===== config.mk =====
export PLATFORM = sky130hd
export DESIGN_NAME = smc_top
export DESIGN_NICKNAME = d
export VERILOG_FILES = /design/src/logic/smc_pkg.sv /design/src/logic/smc_ahb_lite_if.sv /design/src/logic/smc_access_seq.sv /design/src/logic/smc_mac.sv /design/src/logic/smc_top.sv
export SDC_FILE = /design/constraint.sdc
export NUM_CORES = 1
export LEC_CHECK = 0
export BUFFER_PORTS_ARGS = -buffer_cell sky130_fd_sc_hd__buf_4
export CAP_MARGIN = 10
export CORE_ASPECT_RATIO = 1.4
export CORE_MARGIN = 2
export CORE_UTILIZATION = 40
export DETAILED_ROUTE_END_ITERATION = 12
export GPL_ROUTABILITY_DRIVEN = 0
export HOLD_SLACK_MARGIN = 0.06
export PLACE_DENSITY_LB_ADDON = 0.15
export SLEW_MARGIN = 20
export SYNTH_ARGS = -nofsm -noshare
export SYNTH_HDL_FRONTEND = slang
export SYNTH_HIERARCHICAL = 1
export SYNTH_SLANG_ARGS = --single-unit

===== constraint.sdc =====
create_clock -name hclk4 -period 8.15 [get_ports hclk4]
set_clock_uncertainty 0.2 [all_clocks]
set_input_delay 1.2225 -clock hclk4 [delete_from_list [all_inputs] [get_ports hclk4]]
set_output_delay 1.2225 -clock hclk4 [all_outputs]
set_load 0.05 [all_outputs]

===== src/logic/smc_pkg.sv =====
`default_nettype none

package smc_pkg;

  // ------------------------------
  // AHB encodings
  // ------------------------------

  // Transfer type, as on HTRANS
  typedef enum logic [1:0]
  {
    TRN_IDLE   = 2'b00,
    TRN_BUSY   = 2'b01,
    TRN_NONSEQ = 2'b10,
    TRN_SEQ    = 2'b11
  } htrans_e;

  // Transfer size; low two bits are log2 of the byte count
  typedef enum logic [2:0]
  {
    SZ_BYTE = 3'b000,
    SZ_HALF = 3'b001,
    SZ_WORD = 3'b010
  } hsize_e;

  typedef enum logic [1:0]
  {
    RSP_OKAY  = 2'b00,
    RSP_ERROR = 2'b01   // Two-cycle response
  } hresp_e;

  // ------------------------------
  // External access sequencer
  // ------------------------------
  typedef enum logic [1:0]
  {
    ST_IDLE   = 2'b00,  // No access running
    ST_SETUP  = 2'b01,  // Address and CS out
    ST_STROBE = 2'b10,  // OE or WE active
    ST_HOLD   = 2'b11   // Strobe off, data held
  } seq_state_e;

  localparam int WAIT_STATES = 2;                         // Strobe cycles per byte
  localparam int WS_CNT_W    = $clog2(WAIT_STATES + 1);   // Wait counter width

  // External SRAM bus
  localparam int EXT_ADDR_W = 16;
  localparam int EXT_DATA_W = 8;

endpackage

`default_nettype wire


===== src/logic/smc_ahb_lite_if.sv =====
`default_nettype none
`timescale 1ns/10ps

module smc_ahb_lite_if
  import smc_pkg::*;
(
  input  wire           hclk4,          // AHB clock
  input  wire           n_sys_reset4,   // Async reset, active low
  input  wire  [31:0]   haddr,
  input  wire           hsel,           // Slave select from decoder
  input  wire  htrans_e htrans,
  input  wire           hwrite,
  input  wire  hsize_e  hsize,
  input  wire  [31:0]   hwdata,
  input  wire           hready,         // Muxed bus ready
  input  wire           smc_done,       // Last cycle of a byte access
  input  wire           mac_done,       // Last byte of the transfer
  input  wire  [31:0]   read_data,      // Assembled read data from MAC
  output logic [31:0]   smc_hrdata,
  output logic          smc_hready,
  output hresp_e        smc_hresp,
  output logic          smc_valid,      // Valid access, to system decoder
  output logic          new_access,     // Start strobe for the sequencer
  output logic [31:0]   addr,
  output logic [1:0]    xfer_size,
  output logic          n_read,         // Low for reads
  output logic [31:0]   write_data
);

  logic active;    // NONSEQ or SEQ address phase to this slave
  logic mis_err;   // Misaligned halfword or word
  logic r_ready;   // Registered part of HREADY
  logic r_hresp;   // Second error cycle still to come

  // ------------------------------
  // Address phase decode
  // ------------------------------

  // Only sampled when the bus is ready, so a held address in a stall is ignored
  assign active = hsel && hready &&
                  ((htrans == TRN_NONSEQ) || (htrans == TRN_SEQ));

  always_comb
  begin
    mis_err = 1'b0;
    if (active)
    begin
      if ((hsize == SZ_HALF) && haddr[0])
        mis_err = 1'b1;                       // Odd halfword
      else if ((hsize == SZ_WORD) && (haddr[1:0] != 2'b00))
        mis_err = 1'b1;                       // Word off a 4-byte boundary
    end
  end

  assign new_access = active && !mis_err;
  assign smc_valid  = new_access;            // Same qualifier as the start strobe

  // Attributes straight through, sequencer latches them
  assign addr      = haddr;
  assign xfer_size = hsize[1:0];
  assign n_read    = hwrite;

  // ------------------------------
  // Error response
  // ------------------------------

  // ERROR with ready low, then ERROR with ready high
  always_ff @(posedge hclk4 or negedge n_sys_reset4)
  begin
    if (!n_sys_reset4)
    begin
      smc_hresp <= RSP_OKAY;
      r_hresp   <= 1'b0;
    end
    else if (mis_err)
    begin
      smc_hresp <= RSP_ERROR;                 // First cycle
      r_hresp   <= 1'b1;
    end
    else if (r_hresp)
    begin
      smc_hresp <= RSP_ERROR;                 // Second cycle
      r_hresp   <= 1'b0;
    end
    else
    begin
      smc_hresp <= RSP_OKAY;
      r_hresp   <= 1'b0;
    end
  end

  // ------------------------------
  // Ready generation
  // ------------------------------
  always_ff @(posedge hclk4 or negedge n_sys_reset4)
  begin
    if (!n_sys_reset4)
      r_ready <= 1'b1;
    else if (mis_err)
      r_ready <= 1'b0;                        // Stall for first error cycle
    else if (r_hresp)
      r_ready <= 1'b1;                        // Release in second error cycle
    else if (new_access)
      r_ready <= 1'b0;                        // Hold data phase until done
    else if (hready)
      r_ready <= 1'b1;                        // IDLE, BUSY or not selected
  end

  // Completion of the last byte releases the stall
  assign smc_hready = r_ready || (smc_done && mac_done);

  // Data paths between AHB and the internal bus
  assign smc_hrdata = read_data;
  assign write_data = hwdata;

endmodule

`default_nettype wire


===== src/logic/smc_access_seq.sv =====
`default_nettype none
`timescale 1ns/10ps

module smc_access_seq
  import smc_pkg::*;
(
  input  wire                   hclk4,
  input  wire                   n_sys_reset4,
  input  wire                   new_access,   // Valid address phase
  input  wire  [31:0]           addr,
  input  wire  [1:0]            xfer_size,
  input  wire                   n_read,
  input  wire  [31:0]           write_data,   // Valid in the data phase
  input  wire                   mac_done,     // Current byte is the last
  output logic                  smc_idle,
  output logic                  smc_done,     // One cycle per byte, in HOLD
  output logic                  n_cs,
  output logic                  n_oe,
  output logic                  n_we,
  output logic [EXT_ADDR_W-1:0] base_addr,
  output logic [1:0]            lat_size,
  output logic [31:0]           lat_wdata
);

  seq_state_e          state;
  seq_state_e          next_state;
  logic [WS_CNT_W-1:0] ws_cnt;        // Strobe cycles left
  logic                lat_n_read;    // Latched direction
  logic                wdata_pend;    // First SETUP of a transfer
  logic [31:0]         wdata_q;

  // ------------------------------
  // State machine
  // ------------------------------
  always_comb
  begin
    next_state = state;
    case (state)
      ST_IDLE:
        if (new_access)
          next_state = ST_SETUP;
      ST_SETUP:
        next_state = ST_STROBE;
      ST_STROBE:
        if (ws_cnt == '0)
          next_state = ST_HOLD;               // Wait states used up
      ST_HOLD:
      begin
        if (!mac_done)
          next_state = ST_SETUP;              // Next byte of the transfer
        else if (new_access)
          next_state = ST_SETUP;              // Back-to-back transfer
        else
          next_state = ST_IDLE;
      end
      default:
        next_state = ST_IDLE;
    endcase
  end

  always_ff @(posedge hclk4 or negedge n_sys_reset4)
  begin
    if (!n_sys_reset4)
      state <= ST_IDLE;
    else
      state <= next_state;
  end

  // Strobe width counter
  always_ff @(posedge hclk4 or negedge n_sys_reset4)
  begin
    if (!n_sys_reset4)
      ws_cnt <= '0;
    else if (state == ST_SETUP)
      ws_cnt <= WS_CNT_W'(WAIT_STATES - 1);
    else if ((state == ST_STROBE) && (ws_cnt != '0))
      ws_cnt <= ws_cnt - 1'b1;
  end

  // ------------------------------
  // Transfer attributes
  // ------------------------------
  always_ff @(posedge hclk4 or negedge n_sys_reset4)
  begin
    if (!n_sys_reset4)
    begin
      base_addr  <= '0;
      lat_size   <= 2'(SZ_BYTE);
      lat_n_read <= 1'b0;
    end
    else if (new_access)
    begin
      base_addr  <= addr[EXT_ADDR_W-1:0];     // Upper bits not decoded
      lat_size   <= xfer_size;
      lat_n_read <= n_read;
    end
  end

  always_ff @(posedge hclk4 or negedge n_sys_reset4)
  begin
    if (!n_sys_reset4)
      wdata_pend <= 1'b0;
    else if (new_access)
      wdata_pend <= 1'b1;
    else if (state == ST_SETUP)
      wdata_pend <= 1'b0;
  end

  // Write data captured at the end of the data phase
  always_ff @(posedge hclk4)
  begin
    if (wdata_pend && (state == ST_SETUP))
      wdata_q <= write_data;
  end

  // Bus data goes straight out in the first SETUP
  assign lat_wdata = wdata_pend ? write_data : wdata_q;

  // ------------------------------
  // Strobes and status
  // ------------------------------
  assign smc_idle = (state == ST_IDLE);
  assign smc_done = (state == ST_HOLD);
  assign n_cs     = (state == ST_IDLE);
  assign n_oe     = !(!lat_n_read && ((state == ST_STROBE) || (state == ST_HOLD)));
  assign n_we     = !(lat_n_read && (state == ST_STROBE));   // Writes only

endmodule

`default_nettype wire


===== src/logic/smc_mac.sv =====
`default_nettype none
`timescale 1ns/10ps

module smc_mac
  import smc_pkg::*;
(
  input  wire                   hclk4,
  input  wire                   n_sys_reset4,
  input  wire                   smc_idle,     // Sequencer has nothing running
  input  wire                   smc_done,     // Byte access finishing
  input  wire  [EXT_ADDR_W-1:0] base_addr,    // Latched start address
  input  wire  [1:0]            lat_size,
  input  wire  [31:0]           lat_wdata,
  input  wire  [EXT_DATA_W-1:0] ext_rdata,
  output logic                  mac_done,     // On the last byte
  output logic [31:0]           read_data,
  output logic [EXT_ADDR_W-1:0] ext_addr,
  output logic [EXT_DATA_W-1:0] ext_wdata
);

  logic [1:0]  byte_cnt;    // Bytes completed in this transfer
  logic [1:0]  last_byte;   // Count value of the final byte
  logic [1:0]  lane;        // AHB byte lane of the current access
  logic [31:0] rd_q;        // Bytes already read

  // ------------------------------
  // Byte count
  // ------------------------------
  always_comb
  begin
    case (hsize_e'({1'b0, lat_size}))
      SZ_BYTE: last_byte = 2'd0;
      SZ_HALF: last_byte = 2'd1;
      default: last_byte = 2'd3;              // Word
    endcase
  end

  assign mac_done = (byte_cnt == last_byte);

  always_ff @(posedge hclk4 or negedge n_sys_reset4)
  begin
    if (!n_sys_reset4)
      byte_cnt <= 2'd0;
    else if (smc_idle)
      byte_cnt <= 2'd0;
    else if (smc_done)
    begin
      if (mac_done)
        byte_cnt <= 2'd0;                     // Ready for a back-to-back transfer
      else
        byte_cnt <= byte_cnt + 2'd1;
    end
  end

  // ------------------------------
  // Address and lane steering
  // ------------------------------

  // Little endian, lane follows the external address
  assign lane      = base_addr[1:0] + byte_cnt;
  assign ext_addr  = base_addr + EXT_ADDR_W'(byte_cnt);
  assign ext_wdata = lat_wdata[{lane, 3'b000} +: EXT_DATA_W];

  // ------------------------------
  // Read data assembly
  // ------------------------------
  always_ff @(posedge hclk4 or negedge n_sys_reset4)
  begin
    if (!n_sys_reset4)
      rd_q <= '0;
    else if (smc_idle)
      rd_q <= '0;
    else if (smc_done)
    begin
      if (mac_done)
        rd_q <= '0;                           // Transfer finished, start clean
      else
        rd_q[{lane, 3'b000} +: EXT_DATA_W] <= ext_rdata;
    end
  end

  // Current byte bypasses the capture register
  always_comb
  begin
    read_data = rd_q;
    read_data[{lane, 3'b000} +: EXT_DATA_W] = ext_rdata;
  end

endmodule

`default_nettype wire


===== src/logic/smc_top.sv =====
`default_nettype none
`timescale 1ns/10ps

module smc_top
  import smc_pkg::*;
(
  input  wire                   hclk4,
  input  wire                   n_sys_reset4,
  input  wire  [31:0]           haddr,
  input  wire                   hsel,
  input  wire  htrans_e         htrans,
  input  wire                   hwrite,
  input  wire  hsize_e          hsize,
  input  wire  [31:0]           hwdata,
  input  wire                   hready,
  input  wire  [EXT_DATA_W-1:0] ext_rdata,     // From SRAM
  output logic [31:0]           smc_hrdata,
  output logic                  smc_hready,
  output hresp_e                smc_hresp,
  output logic                  smc_valid,
  output logic [EXT_ADDR_W-1:0] ext_addr,      // To SRAM
  output logic [EXT_DATA_W-1:0] ext_wdata,
  output logic                  n_cs,
  output logic                  n_oe,
  output logic                  n_we
);

  // AHB side to sequencer
  logic                  new_access;
  logic [31:0]           addr;
  logic [1:0]            xfer_size;
  logic                  n_read;
  logic [31:0]           write_data;

  // Sequencer and MAC status
  logic                  smc_done;
  logic                  smc_idle;
  logic                  mac_done;
  logic [31:0]           read_data;

  // Latched transfer
  logic [EXT_ADDR_W-1:0] base_addr;
  logic [1:0]            lat_size;
  logic [31:0]           lat_wdata;

  smc_ahb_lite_if ahb_if_i
  (
    .hclk4        (hclk4),
    .n_sys_reset4 (n_sys_reset4),
    .haddr        (haddr),
    .hsel         (hsel),
    .htrans       (htrans),
    .hwrite       (hwrite),
    .hsize        (hsize),
    .hwdata       (hwdata),
    .hready       (hready),
    .smc_done     (smc_done),
    .mac_done     (mac_done),
    .read_data    (read_data),
    .smc_hrdata   (smc_hrdata),
    .smc_hready   (smc_hready),
    .smc_hresp    (smc_hresp),
    .smc_valid    (smc_valid),
    .new_access   (new_access),
    .addr         (addr),
    .xfer_size    (xfer_size),
    .n_read       (n_read),
    .write_data   (write_data)
  );

  smc_access_seq access_seq_i
  (
    .hclk4        (hclk4),
    .n_sys_reset4 (n_sys_reset4),
    .new_access   (new_access),
    .addr         (addr),
    .xfer_size    (xfer_size),
    .n_read       (n_read),
    .write_data   (write_data),
    .mac_done     (mac_done),
    .smc_idle     (smc_idle),
    .smc_done     (smc_done),
    .n_cs         (n_cs),
    .n_oe         (n_oe),
    .n_we         (n_we),
    .base_addr    (base_addr),
    .lat_size     (lat_size),
    .lat_wdata    (lat_wdata)
  );

  smc_mac mac_i
  (
    .hclk4        (hclk4),
    .n_sys_reset4 (n_sys_reset4),
    .smc_idle     (smc_idle),
    .smc_done     (smc_done),
    .base_addr    (base_addr),
    .lat_size     (lat_size),
    .lat_wdata    (lat_wdata),
    .ext_rdata    (ext_rdata),
    .mac_done     (mac_done),
    .read_data    (read_data),
    .ext_addr     (ext_addr),
    .ext_wdata    (ext_wdata)
  );

endmodule

`default_nettype wire


Word level (Yosys, flattened, before mapping) --
Cells that the tools add are included. Widths: inputs -> output; s select.
Cells by class: $add $sub $neg 5, shift operators 3, reduce and logical (&&, ||, !) cells 27, bitwise logic cells 0, divide/modulo/power cells 0, multipliers 0, $lt $le $gt $ge 0, eq/ne operators 11, mux-type cells 28
Operator list (count):
- $mux 32 | 4
- $bwmux 32 | 1
- $shift 8x7->32 const A | 1
- $shiftx 32x6->8 | 1
- $shiftx 8x7->32 | 1
- $mux 2 | 9
- $add 16x2->16 | 1
- $mux 1 | 12
- $logic_and 1x1->1 | 10
- $reduce_bool 2->1 | 5
- $eq 2x2->1 const B | 4
- $pmux 2 s4 | 1
- $neg 5->7 | 1
- $logic_not 2->1 | 3
- $eq 2x1->1 const B | 2
- $logic_not 1->1 | 4
- $pmux 2 s2 | 1
- $reduce_bool 4->1 | 1
- $eq 3x1->1 const B | 1
- $eq 3x2->1 const B | 1
- $logic_or 1x1->1 | 3
- $add 2x1->2 const B | 1
- $add 2x2->2 | 1
- $eq 2x2->1 | 1
- 4 further kinds | 4
Word-level totals: memories kept 0, word-level logic and storage cells 86, bits in writable memories 0, bits in registers 94, output and inout port bits 63, input port bits 82, latch bits 0, memory bits (read-only) 0

Logic depth before layout (Yosys ltp) --
Gate-level depths: netlist (run 1).
depth after elaboration 10, mapped depth 11, mapped depth without buffers 8

Cells and area by module --
The synthesis (run 1) kept the hierarchy.
Modules (own cells, without submodules):
- smc_access_seq | seq. area each 1561.5 µm², times used 1, cells an instance 142, area each 2431.1 µm²
- smc_mac | seq. area each 850.8 µm², times used 1, cells an instance 244, area each 2321.0 µm²
- smc_ahb_lite_if | seq. area each 76.3 µm², times used 1, cells an instance 117, area each 920.9 µm²

Least setup slack after synthesis (run 1) --
No wires, ideal clock.
kind flip-flop to output port, from reg mac_i.byte_cnt[0], to out smc_hrdata[23], cell stages (with the launch flop) 12, path buffers 3, data arrival time 2.637 ns, path slack 4.090 ns, data required time 6.727 ns, cell sequence dfrtp_1 ha_1 inv_1 fa_1 inv_1 ha_1 buf_2 and4_1 clkbuf_1 nand2_1 o21ai_0 buf_4
On the way: longest elaborated chain between the ends 4, elaborated cells on any way between the ends 5, those cells by class add/sub (2); shift (2); mux (1)
RTL lines:
- start: declaration | RTL line smc_mac.sv:21 | logic [1:0] byte_cnt;
- start signal: assignment | RTL line smc_mac.sv:51 | byte_cnt <= byte_cnt + 2'd1;
- $add 2x2->2 (*) | RTL line smc_mac.sv:60 | assign lane = base_addr[1:0] + byte_cnt;
- $neg 5->7 (*) | RTL line smc_mac.sv:86 | read_data[{lane, 3'b000} +: EXT_DATA_W] = ext_rdata;
- $shiftx 8x7->32 or $shift 8x7->32 (tied branches) | RTL line smc_mac.sv:86
- $bwmux 32 (*) | RTL line smc_mac.sv:86
- end: declaration | RTL line smc_top.sv:17 | output logic [31:0] smc_hrdata,
Mark *: on every way between the ends. The rest lies on a longest branch, timed or not.

Worst setup path in the final report (run 1) --
from reg mac_i.byte_cnt[0], to out smc_hrdata[4]
The elaborated chain is that of the path after synthesis.

==> run_results.csv, run 1 <==
group,metric,value,unit
global_route,antenna_found_initial,0,
synthesis,yosys_warnings,6,
drt,antenna_left,0,
sta,slew_headroom,0.454,
synthesis,synth.avg_cell_area,11.4,um^2
pwr,p_per_area,358,nW/um^2
synthesis,synth_fp_nets,580,
setup_path,worst_setup_path_start_kind,"flop",
die,die-area,14900,um^2
setup_path,end_kind,"output pin",
layout,multiInputGateArea,2190,um^2
clocking,cts_sinks,93,
sta,tightest_slew,0.820,ns
die,core,13500,um^2
drt,vias_per_cell,5.07,
placement,hpwl,8280,um
global_route,grt_pass1_vias,3678,
clocking,cts_resized,0,
sta,min_period_over_period,0.605,
global_route,grt_max_degree,62,
clocking,path_clk_slew,0.06,ns
synthesis,synth_cells,487,
sta,rsz0062_at_grt,"no",
global_route,grt_pass1_wl,18700,um
clocking,clock_tree.buffer_depth,2,
die,dieHeight,143,um
status,outcome,"finished clean",
global_route,grt_util_all_layers,0.158,
clocking,cts_max_level,3,
layout,instances_no_fill,710,
die,initial_core_util,0.413,
layout,final_cell_mix,"129 x buf_4, 60 x dfrtp_1, 50 x mux2_2",
global_route,grt_overflow_total,0,
layout,final_nets,616,
clocking,cts-root-buf,"clkbuf_16",
sta,fin_setup_tns,0,ns
drt,drt_iter0_drc,138,
pwr,leakage,2.66,nW
layout,syn_to_final_growth,12.7,%
layout,drive_above_1_share,0.411,
layout,antenna_cells,0,
setup_path,path_max_fanout,13,
synthesis,syn_area,5550,um^2
drt,firstDrtPassIters,4,
pwr,ir_drop,0.166,mV
die,rows,50,
clocking,clock_latency,0.34,ns
setup_path,cp.required,6.73,ns
drt,wl,11700,um
clocking,cts_buffers,9,
sta,setup_viol,0,
sta,final_hold_viol_count,0,
sta,drv_slew,0,
setup_path,critPathKind,"reg2out",
die,ios,145,
sta,fmax,203,MHz
placement,port_buffers,126,
clocking,postCtsSetupBuffers,0,
clocking,cts_tree,"yes",
layout,fillers,1256,
setup_path,worstPathArrival,3.50,ns
clocking,hold_buffers,0,
sta,fin_crit,4.93,ns
die,die_w,104,um
job,maxCapViolations,0,
min_path,hold_path.class,"reg2reg",
drt,drc,0,
layout,final_common_cell,"buf_4",
drt,vias,3603,
placement,place_inst,694,
layout,regArea,2490,um^2
drt,wl_per_cell,16.4,um
==> final cells by class <==
class	instances	share of cell area
timing repair buffer	129	0.155
inverter	28	0.0168
clock buffer	10	0.0366
multi-input combinational	262	0.350
sequential	93	0.398
clock inverter	6	0.00740
tap	182	0.0364
==> critical path, cell delays in order (launching register included) <==
cell	delay, ns
dfrtp_1	0.45
ha_1	0.21
inv_1	0.06
fa_1	0.94
ha_1	0.46
nand2_1	0.15
nor2_1	0.47
a22o_1	0.23
buf_4	0.20
==> final timing paths <==
kind	from	to	slack, ns	cells after the start
max in group asynchronous	n_sys_reset4	access_seq_i/ws_cnt[0]	6.46	1
min in group asynchronous	n_sys_reset4	mac_i/rd_q[30]	0.78	1
max	mac_i/byte_cnt[0]	smc_hrdata[4]	3.22	8
min	ahb_if_i/r_hresp	ahb_if_i/smc_hresp[0]	0.27	1
max reg2reg	mac_i/byte_cnt[0]	mac_i/rd_q[9]	4.62	8
min reg2reg	ahb_if_i/r_hresp	ahb_if_i/smc_hresp[0]	0.27	1
==> metal layers <==
metal | vias to the layer above | wire length [um] | global-route usage
met5 | - | 0 | 0
met4 | 0 | 223 | 0.0718
li1 | 1703 | - | -
met2 | 102 | 5820 | 0.264
met3 | 13 | 550 | 0.0304
met1 | 1785 | 5060 | 0.201
==> sequential cells by signal, summed over array words and instances (netlist names) <==
signal / flops
access_seq_i/base_addr: 16
access_seq_i/lat_n_read: 1
access_seq_i/lat_size: 2
access_seq_i/state: 2
access_seq_i/wdata_pend: 1
access_seq_i/wdata_q: 32
access_seq_i/ws_cnt: 2
ahb_if_i/r_hresp: 1
ahb_if_i/r_ready: 1
ahb_if_i/smc_hresp: 1
mac_i/byte_cnt: 2
mac_i/rd_q: 32
==> per-stage QoR <==
stage	area, um^2	util	power, mW	hold WS, ns	worst slack, ns
finish	6260	0.465	2.24	0.267	3.22
global route	6260	0.465	2.36	0.281	2.97
CTS	6260	0.465	2.27	0.267	3.17
detailed placement	5980	0.445	1.86	0.256	3.53
global placement	5980	0.445	1.85	0.251	3.52
floorplan	5550	-	1.63	0.234	4.09
==> where the power goes <==
part           internal [mW]  switching (mW)  total (mW)
clock network          0.209           0.184       0.393
registers              0.571          0.0542       0.625
logic                  0.425           0.795        1.22
No activity file was read; power rests on OpenSTA's default activity.
==> run 2, diff against run 1 <==
==> constraint.sdc (replaced) <==
create_clock -name hclk4 -period 4 [get_ports hclk4]
set_clock_uncertainty 0.2 [all_clocks]
set_input_delay 0.6 -clock hclk4 [delete_from_list [all_inputs] [get_ports hclk4]]
set_output_delay 0.6 -clock hclk4 [all_outputs]
set_load 0.05 [all_outputs]
==> run 2 against run 1 <==
  * Worst hold slack lost 0.11 ns
  * Sequential share of layout area down 0.12 points
  * Global-route usage rose by 0.27 points
  * Register-to-register slack worse by 3.6 ns
  * Non-clock buffer count is 3 higher
==> run_results.csv, run 2 (synthesis results as in run 1) <==
group,metric,value,unit
sta,fin_setup_tns,0,ns
layout,final_nets,619,
setup_path,path_cells,"ha_1, inv_1, fa_1, inv_1, ha_1, and4_2, nand2_1, o21ai_0, buf_4",
setup_path,end_kind,"output pin",
drt,firstDrtPassIters,4,
clocking,cts_tree,"yes",
global_route,antenna_found_initial,0,
global_route,grt_overflow_total,0,
setup_path,worstPathArrival,2.93,ns
layout,reg.largest.list,"access_seq_i/wdata_q (32), mac_i/rd_q (32), access_seq_i/base_addr (16)",
layout,fillers,1269,
pwr,p_per_area,728,nW/um^2
clocking,postCtsSetupBuffers,0,
die,initial_core_util,0.413,
min_path,hold_path.class,"in2async",
drt,wl,11600,um
clocking,cts-root-buf,"clkbuf_16",
sta,setup_ws,0.273,ns
die,rows,50,
drt,drt_iter0_drc,129,
pwr,leakage,2.67,nW
pwr,ir_drop,0.276,mV
global_route,grt_pass1_wl,19200,um
sta,tightest_slew,0.799,ns
clocking,cts_buffers,9,
placement,dp_slack,0.524,ns
layout,syn_to_final_growth,13.0,%
layout,multiInputGateArea,2200,um^2
drt,vias,3617,
layout,final_cell_mix,"132 x buf_4, 60 x dfrtp_1, 50 x mux2_2",
pwr,power,4.57,mW
clocking,clock_latency,0.34,ns
clocking,cts_sinks,93,
drt,wl_per_cell,16.3,um
sta,fin_hold_ws,0.157,ns
clocking,path_clk_slew,0.06,ns
die,die_w,104,um
die,ios,145,
global_route,grt_pass1_vias,3787,
job,maxCapViolations,0,
clocking,hold_buffers,0,
layout,antenna_cells,0,
layout,regArea,2490,um^2
sta,min_period_over_period,0.932,
global_route,grt_max_degree,62,
clocking,cts_max_level,3,
placement,port_buffers,126,
sta,rsz0062_at_grt,"no",
status,outcome,"finished clean",
layout,drive_above_1_share,0.418,
layout,final_common_cell,"buf_4",
layout,final_core_util,0.467,
drt,vias_per_cell,5.07,
global_route,grt_util_all_layers,0.161,
clocking,clock_tree.buffer_depth,2,
setup_path,cp.required,3.20,ns
sta,slew_headroom,0.468,
die,core,13500,um^2
setup_path,crit_buf_inv,3,
setup_path,critPathSlowestCell,"fa_1",
drt,drc,0,
sta,final_hold_viol_count,0,
sta,setup_viol,0,
die,die-area,14900,um^2
setup_path,worst_setup_path_start_kind,"flop",
die,dieHeight,143,um
setup_path,slowest_delay,0.54,ns
placement,hpwl,8360,um
clocking,cts_resized,0,
sta,fin_crit,3.73,ns
drt,antenna_left,0,
setup_path,path_delay_family,"adder cells",
setup_path,path_max_fanout,10,
sta,drv_slew,0,
sta,fmax,268,MHz
setup_path,critPathKind,"reg2out",
[run 2: cell count changes in the layout (fill, tap and decap cells not counted), sizes merged]
| cell | before | now |
|---|---|---|
| clkinv | 1 | 3 |
| inv | 30 | 29 |
| buf | 129 | 132 |
| clkinvlp | 3 | 2 |
[run 2: cell type report]
cell class,instances,area share
multi-input cells,262,0.350
flip-flops and latches,93,0.396
repair buffers,132,0.158
clock buffers,10,0.0365
inverters,28,0.0167
clock inverters,6,0.00598
well taps,182,0.0363
[run 2: layer usage]
layer  global-route usage  wire length [um]  up-vias
met3               0.0363               598        9
met5                    0                 0        -
li1                     -                 -     1707
met4               0.0640               155        0
met1                0.204              5170     1798
met2                0.269              5720      103
[run 2: stage by stage]
step           cells  cell area, um^2
2_1_floorplan    487             5550
3_5_place_dp     697             6010
4_1_cts          713             6270
5_1_grt          713             6280
6_report         713             6280
3_3_place_gp     697             6010
[run 2: worst paths after layout]
check	startpoint	end	slack [ns]	depth (start not counted)
min	n_sys_reset4	mac_i/rd_q[29]	0.16	1
min reg2reg	ahb_if_i/r_hresp	ahb_if_i/smc_hresp[0]	0.26	1
max in group asynchronous	n_sys_reset4	access_seq_i/base_addr[3]	2.93	1
max reg2reg	mac_i/byte_cnt[0]	mac_i/rd_q[23]	0.98	8
min in group hclk4	hwdata[3]	access_seq_i/wdata_q[3]	0.24	1
max	mac_i/byte_cnt[0]	smc_hrdata[23]	0.27	9
[run 2: report_power, final]
part	internal [mW]	switching [mW]
Sequential	1.16	0.109
Combinational	0.888	1.63
Clock	0.420	0.366
Total	2.47	2.10
[run 2: worst reg2reg max path, delay by kind of cell, from the launching register on]
family	cells	cell delay [ns]
and+or+nand+nor	2	0.78
adders and majority gates	3	1.16
buffers and inverters	2	0.20
DFF	1	0.45
AOI/OAI and AO/OA	1	0.18
